File: src/conv_pkg.sv
package conv_pkg;

	////////////////////////////////////////////////////////////////////////////
	// Word widths
	localparam int DATA_WIDTH = 8;
	localparam int ACC_WIDTH  = 24;

	// Right shift on the channel sum before clamping
	localparam int FRAC_BITS = 4;

	// Largest supported kernel and its window size
	localparam int KERNEL_MAX = 3;
	localparam int TAPS       = KERNEL_MAX * KERNEL_MAX;

	////////////////////////////////////////////////////////////////////////////
	// Data types
	typedef logic        [DATA_WIDTH-1:0] pixel_t;
	typedef logic signed [DATA_WIDTH-1:0] weight_t;
	typedef logic signed [ACC_WIDTH-1:0]  acc_t;

	// One channel window, row-major, newest pixel in the top tap
	typedef struct packed {
		pixel_t [TAPS-1:0] taps;
		logic   [3:0]      channel;
		logic              last;
	} window_t;

endpackage

File: src/conv_weight_regs.sv
`timescale 1ns/1ps

module conv_weight_regs #(
	parameter int KERNEL         = 3,
	parameter int CHANNEL_NUM_IN = 2
) (
	input  logic                                                  clk,
	input  logic                                                  reset,
	input  logic                                                  weight_valid,
	input  conv_pkg::weight_t                                     weight_in,
	output conv_pkg::weight_t [CHANNEL_NUM_IN*KERNEL*KERNEL-1:0] weights,
	output logic                                                  weights_ready
);

	// Channel-major, then row, then column
	localparam int WEIGHT_NUM = CHANNEL_NUM_IN * KERNEL * KERNEL;
	localparam int IDX_W      = $clog2(WEIGHT_NUM + 1);

	logic [IDX_W-1:0] wr_idx;
	logic             last_idx;

	// Final slot of the bank
	assign last_idx = (wr_idx == IDX_W'(WEIGHT_NUM - 1));

	// Weight bank, written in place on every strobe
	always_ff @(posedge clk) begin
		if (weight_valid) begin
			weights[wr_idx] <= weight_in;
		end
	end

	// Write index and ready flag
	always_ff @(posedge clk) begin
		if (reset) begin
			wr_idx        <= '0;
			weights_ready <= 1'b0;
		end else if (weight_valid) begin
			if (last_idx) begin
				wr_idx        <= '0;
				weights_ready <= 1'b1;
			end else begin
				// Bank is partial again while a reload is under way
				wr_idx        <= wr_idx + 1'b1;
				weights_ready <= 1'b0;
			end
		end
	end

endmodule

File: src/conv_window.sv
`timescale 1ns/1ps

module conv_window #(
	parameter int KERNEL         = 3,
	parameter int IMAGE_WIDTH    = 6,
	parameter int IMAGE_HEIGHT   = 6,
	parameter int CHANNEL_NUM_IN = 2
) (
	input  logic              clk,
	input  logic              reset,
	input  logic              pxl_valid,
	input  conv_pkg::pixel_t  pxl_in,
	output conv_pkg::window_t win,
	output logic              win_valid
);

	////////////////////////////////////////////////////////////////////////////
	// Geometry
	localparam int CHAIN_LEN = (KERNEL - 1) * IMAGE_WIDTH * CHANNEL_NUM_IN
		+ KERNEL * CHANNEL_NUM_IN;
	localparam int CH_W  = (CHANNEL_NUM_IN > 1) ? $clog2(CHANNEL_NUM_IN) : 1;
	localparam int COL_W = $clog2(IMAGE_WIDTH);
	localparam int ROW_W = $clog2(IMAGE_HEIGHT);

	// Window struct only holds KERNEL_MAX squared taps
	if (KERNEL > conv_pkg::KERNEL_MAX) begin : g_kernel_check
		$error("conv_window: KERNEL larger than KERNEL_MAX");
	end

	conv_pkg::pixel_t chain [CHAIN_LEN];
	wire conv_pkg::pixel_t [conv_pkg::TAPS-1:0] taps_next;

	logic [CH_W-1:0]  chan_cnt;
	logic [COL_W-1:0] col_cnt;
	logic [ROW_W-1:0] row_cnt;
	logic             chan_last;
	logic             col_last;
	logic             row_last;
	logic             win_hit;

	////////////////////////////////////////////////////////////////////////////
	// Tap selection, one step per channel word back in the chain
	for (genvar k = 0; k < conv_pkg::TAPS; k++) begin : g_tap
		if (k < KERNEL * KERNEL) begin : g_used
			localparam int DIST = ((KERNEL - 1 - k / KERNEL) * IMAGE_WIDTH
				+ (KERNEL - 1 - k % KERNEL)) * CHANNEL_NUM_IN;
			if (DIST == 0) begin : g_new
				// Bottom-right tap is the incoming word
				assign taps_next[k] = pxl_in;
			end else begin : g_old
				assign taps_next[k] = chain[DIST-1];
			end
		end else begin : g_unused
			assign taps_next[k] = '0;
		end
	end

	// Delay chain, newest word at index 0
	always_ff @(posedge clk) begin
		if (pxl_valid) begin
			chain[0] <= pxl_in;
			for (int i = 1; i < CHAIN_LEN; i++) begin
				chain[i] <= chain[i-1];
			end
		end
	end

	////////////////////////////////////////////////////////////////////////////
	// Frame position
	assign chan_last = (chan_cnt == CH_W'(CHANNEL_NUM_IN - 1));
	assign col_last  = (col_cnt == COL_W'(IMAGE_WIDTH - 1));
	assign row_last  = (row_cnt == ROW_W'(IMAGE_HEIGHT - 1));
	assign win_hit   = (row_cnt >= ROW_W'(KERNEL - 1)) && (col_cnt >= COL_W'(KERNEL - 1));

	always_ff @(posedge clk) begin
		if (reset) begin
			chan_cnt <= '0;
			col_cnt  <= '0;
			row_cnt  <= '0;
		end else if (pxl_valid) begin
			if (chan_last) begin
				chan_cnt <= '0;
				if (col_last) begin
					col_cnt <= '0;
					// Wraps to zero after the final word of a frame
					row_cnt <= row_last ? '0 : row_cnt + 1'b1;
				end else begin
					col_cnt <= col_cnt + 1'b1;
				end
			end else begin
				chan_cnt <= chan_cnt + 1'b1;
			end
		end
	end

	// Window register, one cycle after the word
	always_ff @(posedge clk) begin
		if (pxl_valid) begin
			win.taps    <= taps_next;
			win.channel <= 4'(chan_cnt);
			win.last    <= chan_last && col_last && row_last;
		end
	end

	always_ff @(posedge clk) begin
		if (reset) begin
			win_valid <= 1'b0;
		end else begin
			win_valid <= pxl_valid && win_hit;
		end
	end

endmodule

File: src/conv_mac.sv
`timescale 1ns/1ps

module conv_mac #(
	parameter int KERNEL         = 3,
	parameter int CHANNEL_NUM_IN = 2
) (
	input  logic                                                  clk,
	input  logic                                                  reset,
	input  conv_pkg::window_t                                     win,
	input  logic                                                  win_valid,
	input  conv_pkg::weight_t [CHANNEL_NUM_IN*KERNEL*KERNEL-1:0] weights,
	output conv_pkg::acc_t                                        partial,
	output logic                                                  partial_valid,
	output logic                                                  partial_last
);

	localparam int KK = KERNEL * KERNEL;
	// Zero-extended pixel times signed weight
	localparam int PROD_W = 2 * conv_pkg::DATA_WIDTH + 1;

	logic signed [PROD_W-1:0] prod_next [KK];
	logic signed [PROD_W-1:0] prod_q [KK];
	logic                     stage1_valid;
	logic                     stage1_last;
	conv_pkg::acc_t           tree_sum;

	////////////////////////////////////////////////////////////////////////////
	// Stage 1, products against the window's own weight set
	always_comb begin
		for (int k = 0; k < KK; k++) begin
			prod_next[k] = $signed({1'b0, win.taps[k]})
				* $signed(weights[int'(win.channel) * KK + k]);
		end
	end

	always_ff @(posedge clk) begin
		if (win_valid) begin
			prod_q      <= prod_next;
			stage1_last <= win.last;
		end
	end

	////////////////////////////////////////////////////////////////////////////
	// Stage 2, adder tree over the sign-extended products
	always_comb begin
		tree_sum = '0;
		for (int k = 0; k < KK; k++) begin
			tree_sum = tree_sum + conv_pkg::acc_t'(prod_q[k]);
		end
	end

	always_ff @(posedge clk) begin
		if (stage1_valid) begin
			partial      <= tree_sum;
			partial_last <= stage1_last;
		end
	end

	// Valid pipe, a new window may enter every cycle
	always_ff @(posedge clk) begin
		if (reset) begin
			stage1_valid  <= 1'b0;
			partial_valid <= 1'b0;
		end else begin
			stage1_valid  <= win_valid;
			partial_valid <= stage1_valid;
		end
	end

endmodule

File: src/conv_channel_adder.sv
`timescale 1ns/1ps

module conv_channel_adder #(
	parameter int CHANNEL_NUM_IN = 2
) (
	input  logic             clk,
	input  logic             reset,
	input  conv_pkg::acc_t   partial,
	input  logic             partial_valid,
	input  logic             partial_last,
	output conv_pkg::pixel_t sum_out,
	output logic             sum_valid,
	output logic             frame_end
);

	localparam int CNT_W   = (CHANNEL_NUM_IN > 1) ? $clog2(CHANNEL_NUM_IN) : 1;
	localparam int PXL_MAX = 2 ** conv_pkg::DATA_WIDTH - 1;

	conv_pkg::acc_t   acc;
	conv_pkg::acc_t   total;
	conv_pkg::acc_t   scaled;
	conv_pkg::pixel_t clamped;
	logic [CNT_W-1:0] chan_cnt;
	logic             chan_last;
	logic             sum_done;

	// Running sum including the current partial
	assign total     = acc + partial;
	assign scaled    = total >>> conv_pkg::FRAC_BITS;
	assign chan_last = (chan_cnt == CNT_W'(CHANNEL_NUM_IN - 1));
	assign sum_done  = partial_valid && chan_last;

	// ReLU then saturate to a pixel
	always_comb begin
		if (scaled < 0) begin
			clamped = '0;
		end else if (scaled > conv_pkg::acc_t'(PXL_MAX)) begin
			clamped = '1;
		end else begin
			clamped = scaled[conv_pkg::DATA_WIDTH-1:0];
		end
	end

	////////////////////////////////////////////////////////////////////////////
	// Channel accumulation
	always_ff @(posedge clk) begin
		if (reset) begin
			acc       <= '0;
			chan_cnt  <= '0;
			sum_valid <= 1'b0;
			frame_end <= 1'b0;
		end else begin
			sum_valid <= sum_done;
			frame_end <= sum_done && partial_last;
			if (partial_valid) begin
				acc      <= chan_last ? '0 : total;
				chan_cnt <= chan_last ? '0 : chan_cnt + 1'b1;
			end
		end
	end

	// Result word
	always_ff @(posedge clk) begin
		if (sum_done) begin
			sum_out <= clamped;
		end
	end

endmodule

File: src/conv_out_align.sv
`timescale 1ns/1ps

module conv_out_align #(
	parameter int ALIGN_DEPTH = 16
) (
	input  logic             clk,
	input  logic             reset,
	input  logic             wr_valid,
	input  conv_pkg::pixel_t wr_data,
	input  logic             frame_end,
	output conv_pkg::pixel_t pxl_out,
	output logic             valid_out
);

	localparam int PTR_W = $clog2(ALIGN_DEPTH);
	localparam int CNT_W = $clog2(ALIGN_DEPTH + 1);

	conv_pkg::pixel_t mem [ALIGN_DEPTH];
	logic [PTR_W-1:0] wr_ptr;
	logic [PTR_W-1:0] rd_ptr;
	logic [CNT_W-1:0] count;
	logic             fifo_full;
	logic             fifo_empty;
	logic             wr_en;
	logic             rd_en;
	logic             read_en;

	// Pointer step with wrap for any depth
	function automatic logic [PTR_W-1:0] ptr_inc(input logic [PTR_W-1:0] ptr);
		return (ptr == PTR_W'(ALIGN_DEPTH - 1)) ? '0 : ptr + 1'b1;
	endfunction

	assign fifo_full  = (count == CNT_W'(ALIGN_DEPTH));
	assign fifo_empty = (count == '0);
	// Overflow words are dropped
	assign wr_en      = wr_valid && !fifo_full;
	assign rd_en      = read_en && !fifo_empty;

	////////////////////////////////////////////////////////////////////////////
	// Storage and read port
	always_ff @(posedge clk) begin
		if (wr_en) begin
			mem[wr_ptr] <= wr_data;
		end
		if (rd_en) begin
			pxl_out <= mem[rd_ptr];
		end
	end

	// Pointers, count, read enable
	always_ff @(posedge clk) begin
		if (reset) begin
			wr_ptr    <= '0;
			rd_ptr    <= '0;
			count     <= '0;
			read_en   <= 1'b0;
			valid_out <= 1'b0;
		end else begin
			if (wr_en) begin
				wr_ptr <= ptr_inc(wr_ptr);
			end
			if (rd_en) begin
				rd_ptr <= ptr_inc(rd_ptr);
			end
			case ({wr_en, rd_en})
				2'b10:   count <= count + 1'b1;
				2'b01:   count <= count - 1'b1;
				default: count <= count;
			endcase
			// Sticky once full or at end of frame
			if (fifo_full || (wr_valid && frame_end)) begin
				read_en <= 1'b1;
			end
			valid_out <= rd_en;
		end
	end

endmodule

File: src/conv_layer_top.sv
`timescale 1ns/1ps

module conv_layer_top #(
	parameter int KERNEL         = 3,
	parameter int IMAGE_WIDTH    = 6,
	parameter int IMAGE_HEIGHT   = 6,
	parameter int CHANNEL_NUM_IN = 2,
	parameter int ALIGN_DEPTH    = 16
) (
	input  logic              clk,
	input  logic              reset,
	input  logic              pxl_valid,
	input  conv_pkg::pixel_t  pxl_in,
	input  logic              weight_valid,
	input  conv_pkg::weight_t weight_in,
	output logic              weights_ready,
	output conv_pkg::pixel_t  pxl_out,
	output logic              valid_out
);

	conv_pkg::weight_t [CHANNEL_NUM_IN*KERNEL*KERNEL-1:0] weights;
	conv_pkg::window_t win;
	logic              win_valid;
	conv_pkg::acc_t    partial;
	logic              partial_valid;
	logic              partial_last;
	conv_pkg::pixel_t  sum;
	logic              sum_valid;
	logic              frame_end;

	////////////////////////////////////////////////////////////////////////////
	// Weight bank
	conv_weight_regs #(
		.KERNEL        (KERNEL),
		.CHANNEL_NUM_IN(CHANNEL_NUM_IN)
	) weights_i (
		.clk          (clk),
		.reset        (reset),
		.weight_valid (weight_valid),
		.weight_in    (weight_in),
		.weights      (weights),
		.weights_ready(weights_ready)
	);

	// Window forming
	conv_window #(
		.KERNEL        (KERNEL),
		.IMAGE_WIDTH   (IMAGE_WIDTH),
		.IMAGE_HEIGHT  (IMAGE_HEIGHT),
		.CHANNEL_NUM_IN(CHANNEL_NUM_IN)
	) window_i (
		.clk      (clk),
		.reset    (reset),
		.pxl_valid(pxl_valid),
		.pxl_in   (pxl_in),
		.win      (win),
		.win_valid(win_valid)
	);

	// Per-channel multiply and sum
	conv_mac #(
		.KERNEL        (KERNEL),
		.CHANNEL_NUM_IN(CHANNEL_NUM_IN)
	) mac_i (
		.clk          (clk),
		.reset        (reset),
		.win          (win),
		.win_valid    (win_valid),
		.weights      (weights),
		.partial      (partial),
		.partial_valid(partial_valid),
		.partial_last (partial_last)
	);

	// Channel sum, scale, ReLU, saturate
	conv_channel_adder #(
		.CHANNEL_NUM_IN(CHANNEL_NUM_IN)
	) adder_i (
		.clk          (clk),
		.reset        (reset),
		.partial      (partial),
		.partial_valid(partial_valid),
		.partial_last (partial_last),
		.sum_out      (sum),
		.sum_valid    (sum_valid),
		.frame_end    (frame_end)
	);

	// Output alignment FIFO
	conv_out_align #(
		.ALIGN_DEPTH(ALIGN_DEPTH)
	) align_i (
		.clk      (clk),
		.reset    (reset),
		.wr_valid (sum_valid),
		.wr_data  (sum),
		.frame_end(frame_end),
		.pxl_out  (pxl_out),
		.valid_out(valid_out)
	);

endmodule

File: config.mk
export PLATFORM = sky130hd
export DESIGN_NAME = conv_layer_top
export DESIGN_NICKNAME = d
export VERILOG_FILES = /design/src/conv_pkg.sv /design/src/conv_weight_regs.sv /design/src/conv_window.sv /design/src/conv_mac.sv /design/src/conv_channel_adder.sv /design/src/conv_out_align.sv /design/src/conv_layer_top.sv
export SDC_FILE = /design/constraint.sdc
export NUM_CORES = 2
export LEC_CHECK = 0
export ABC_AREA = 1
export BUFFER_PORTS_ARGS = -buffer_cell sky130_fd_sc_hd__buf_2
export CAP_MARGIN = 10
export CORE_MARGIN = 3
export CORE_UTILIZATION = 50
export DETAILED_ROUTE_END_ITERATION = 7
export PLACE_DENSITY = 0.68
export SETUP_SLACK_MARGIN = 0.2
export SLEW_MARGIN = 20
export SYNTH_ARGS = -nofsm -noshare
export SYNTH_HDL_FRONTEND = slang
export SYNTH_SLANG_ARGS = --single-unit
File: constraint.sdc
create_clock -name clk -period 5.8 [get_ports clk]
set_clock_uncertainty 0.15 [all_clocks]
set_input_delay 0.58 -clock clk [delete_from_list [all_inputs] [get_ports clk]]
set_output_delay 0.58 -clock clk [all_outputs]
set_load 0.005 [all_outputs]
==> run summary <==
status -> finished, violations left
failing checks -> setup timing
vias in the first global route -> 33,300
Arr. time, crit path -> 6190 ps
post-synth cell types -> 50
Hold Path Class -> in2reg
number of iterations in the first detailed-routing pass -> 6
FP Rows -> 116
diode count -> 0
Placer Congestion -> 0.940
slowest cell on the critical path -> fa_2
main combinational cell family by area after synthesis -> adder cells
Die Span X -> 324 um
syn avg cell area -> 10.8 um^2
total gr overflow -> 0
clock tree sinks -> 759
Worst-path clk slew -> 60 ps
max incr delay on CP -> 540 ps
DRC Markers -> 0
layout cells sized above 1 -> 0.118
EDFF count, synth -> 701
Pwr per Cell Area -> 332 nW/um^2
mux share of post-synthesis cell area -> 0.00533
die area -> 105,000 um^2
Tmin final -> 5930 ps
IO buf count -> 29
M3 GR Usage -> 0.0325
num ports -> 30
area grow syn2layout -> 13.8%
largest net degree at the start of global routing -> 149
max frequency -> 0.169 GHz
Syn Nets -> 5,612
post-synthesis adder-cell area fraction -> 0.292
ys async rst share -> 0
grt met1 use -> 0.301
leakage power -> 25.6 nW
Final Hold Viols -> 0
initial antenna violation count -> 7
Initial DRC Count -> 2,453
fin crit share -> 1.02
CTS root buffer -> clkbuf_16
fin. max-slew vios -> 0
synthesized area -> 50,700 um^2
final net count -> 5,909
FF+latch count, synth -> 759
hpwl dp -> 87.9 mm
CP endpoint kind -> flip-flop
fillers -> 8,336
part of the Yosys area used for sequential elements -> 0.438
clk buf depth -> 3
Mapped Cells -> 4,678
Placed Instance Area -> 54,000 um^2
via/cell ratio -> 5.16
compound-gate portion of the synthesized area -> 0.0529
final WL -> 116 mm
initial core utilization -> 0.505
Max Cap Viol -> 0
TritonCTS clock tree -> yes
Pwr Total -> 19.1 mW
Total GRT Usage -> 0.220
remaining antenna violation count -> 0
Yosys warning count -> 0
post-route cell area -> 57,700 um^2
CP Launch Type -> flip-flop
later-pin clock latency in the skew report -> 670 ps
first-pass GRT wire length -> 182 mm
worst-margin pin slew -> 1060 ps
CTS buffer count -> 83
Finish-stage setup viols -> 7
Worst EP required -> 6060 ps
met2 Track Usage GR -> 0.364
core area -> 100,000 um^2
critical path class -> reg2reg
DR vias -> 33,000
Most Crowded Layer GR -> met2
Simple-Gate Fraction of Synth Area -> 0.113
Max rail drop VDD -> 319 uV
Worst slew margin -> 0.294
Post-Synth XOR/XNOR Area -> 0.0271
Main synth FF type -> edfxtp_1
final setup margin -> -133 ps
CP max FO -> 4
RSZ-0062 raised after global routing -> true
H-tree depth -> 3
WHS -> 119 ps
most used cell, CP -> fa_1
wire per inst -> 18.2 um
Die Ht -> 324 um
==> state kept, by name (all words and copies together) (netlist names), 3 cells and up <==
signal,flops
adder_i.sum_out,8
window_i.col_cnt,3
window_i.row_cnt,3
align_i.rd_ptr,4
weights_i.weights,144
align_i.pxl_out,8
window_i.chain,169
mac_i.partial,24
align_i.mem,128
adder_i.acc,24
align_i.wr_ptr,4
mac_i.prod_q,153
window_i.win,65
align_i.count,5
weights_i.wr_idx,5
==> cells in the mapped netlist, drive strengths merged (2+ instances only) <==
master | count | area (um^2)
a211oi | 6 | 45.0
a21boi | 3 | 22.5
a21o | 9 | 67.6
a21oi | 189 | 953
a31oi | 16 | 100
and2 | 2 | 12.5
buf | 9 | 40.0
clkbuf | 36 | 135
dfxtp | 58 | 1160
edfxtp | 701 | 21100
fa | 449 | 8990
ha | 465 | 5820
inv | 914 | 3430
mux2i | 27 | 270
nand2 | 635 | 2400
nand3 | 90 | 475
nand3b | 5 | 37.5
nand4 | 22 | 138
nor2 | 550 | 2090
nor3 | 19 | 110
nor3b | 2 | 15.0
o2111ai | 13 | 114
o211ai | 6 | 50.1
o21ai | 167 | 840
o21bai | 8 | 60.1
o221ai | 21 | 184
o31ai | 3 | 22.5
o32ai | 21 | 184
or2 | 69 | 432
xnor2 | 47 | 412
xor2 | 110 | 963
==> through the flow <==
step	setup slack (ps)	TNS [ps]	cells	utilization
floorplan	170	0	4678	-
CTS	-28.7	-65.5	6383	0.569
global route	-354	-2580	6399	0.575
detailed placement	-157	-488	6220	0.538
finish	-133	-467	6399	0.575
global placement	-30.2	-58.0	6220	0.538
==> worst max-delay path: cells and delay by family, from the launching register on <==
kind                       cells  cell delay, ps
DFF                            1             390
AOI/OAI and AO/OA              5             690
adders and majority gates      8            3370
and+or+nand+nor                8             700
buffers and inverters          2              90
xor gates and xnor gates       2             290
==> logic make-up (layout without fill, tap and decap cells) <==
| group | Yosys count | after routing |
|---|---|---|
| buf+inv | 959 | 1323 |
| mux | 27 | 27 |
| compound gates | 466 | 466 |
| flops | 759 | 759 |
| fa+ha+maj | 914 | 914 |
| simple gates | 1396 | 1396 |
| xor+xnor | 157 | 157 |
==> layout make-up <==
class | instances | area (um^2) | share of cell area
Sequential cell | 759 | 22200 | 0.385
Timing Repair Buffer | 257 | 2010 | 0.0349
Clock buffer | 101 | 2180 | 0.0379
Inverter | 914 | 3430 | 0.0595
Tap cell | 1357 | 1700 | 0.0294
Clock inverter | 51 | 623 | 0.0108
Multi-Input combinational cell | 2960 | 25500 | 0.442
==> cell usage in the layout (no fill, tap or decap), types with 21 or more instances in the layout <==
master and count:
edfxtp_1 701, buf_2 28, inv_1 892, xor2_1 109, mux2i_1 26, nor2_1 537
buf_4 207, dfxtp_1 54, nand2_1 616, inv_2 21, nand3_1 79, xnor2_1 44
a21oi_1 170, fa_1 440, o21ai_1 23, o21ai_0 132, ha_1 446, nand4_1 22
clkbuf_16 86, or2_2 68, o32ai_1 21
==> per-layer routing <==
layer / wire (um) / vias up
met3: 6240 / 178
met5: 0 / -
li1: - / 15800
met1: 51400 / 16200
met4: 3680 / 0
met2: 55100 / 859
==> path summary, 6_finish.rpt <==
| kind | startpoint | endpoint | slack (ps) | depth (start not counted) |
|---|---|---|---|---|
| setup / recovery | mac_i.prod_q[137] | mac_i.partial[20] | -130 | 25 |
| hold / removal | weight_valid | weights_i.wr_idx[0] | 120 | 3 |
| setup reg to reg | mac_i.prod_q[137] | mac_i.partial[20] | -130 | 25 |
| hold reg to reg | window_i.chain[1][94] | window_i.win[11] | 260 | 0 |
==> power by group <==
| part | internal [mW] | switching [mW] | total [mW] |
|---|---|---|---|
| Clock | 3.20 | 2.22 | 5.42 |
| Combinational | 3.00 | 4.16 | 7.16 |
| Sequential | 6.46 | 0.0839 | 6.55 |
| Total | 12.7 | 6.46 | 19.1 |
==> what timing repair did <==
action | 4_1_cts | 5_1_grt
gates cloned | 0 | 3
buffers inserted | 3 | 13
pin swaps | 12 | 42
endpoints found under the hold margin | 8 | 0
hold buffers | 8 | 0
endpoints found under the setup margin | 12 | 32
resized for setup | 35 | 117
Note: power is estimated with default switching activity, not from simulation.
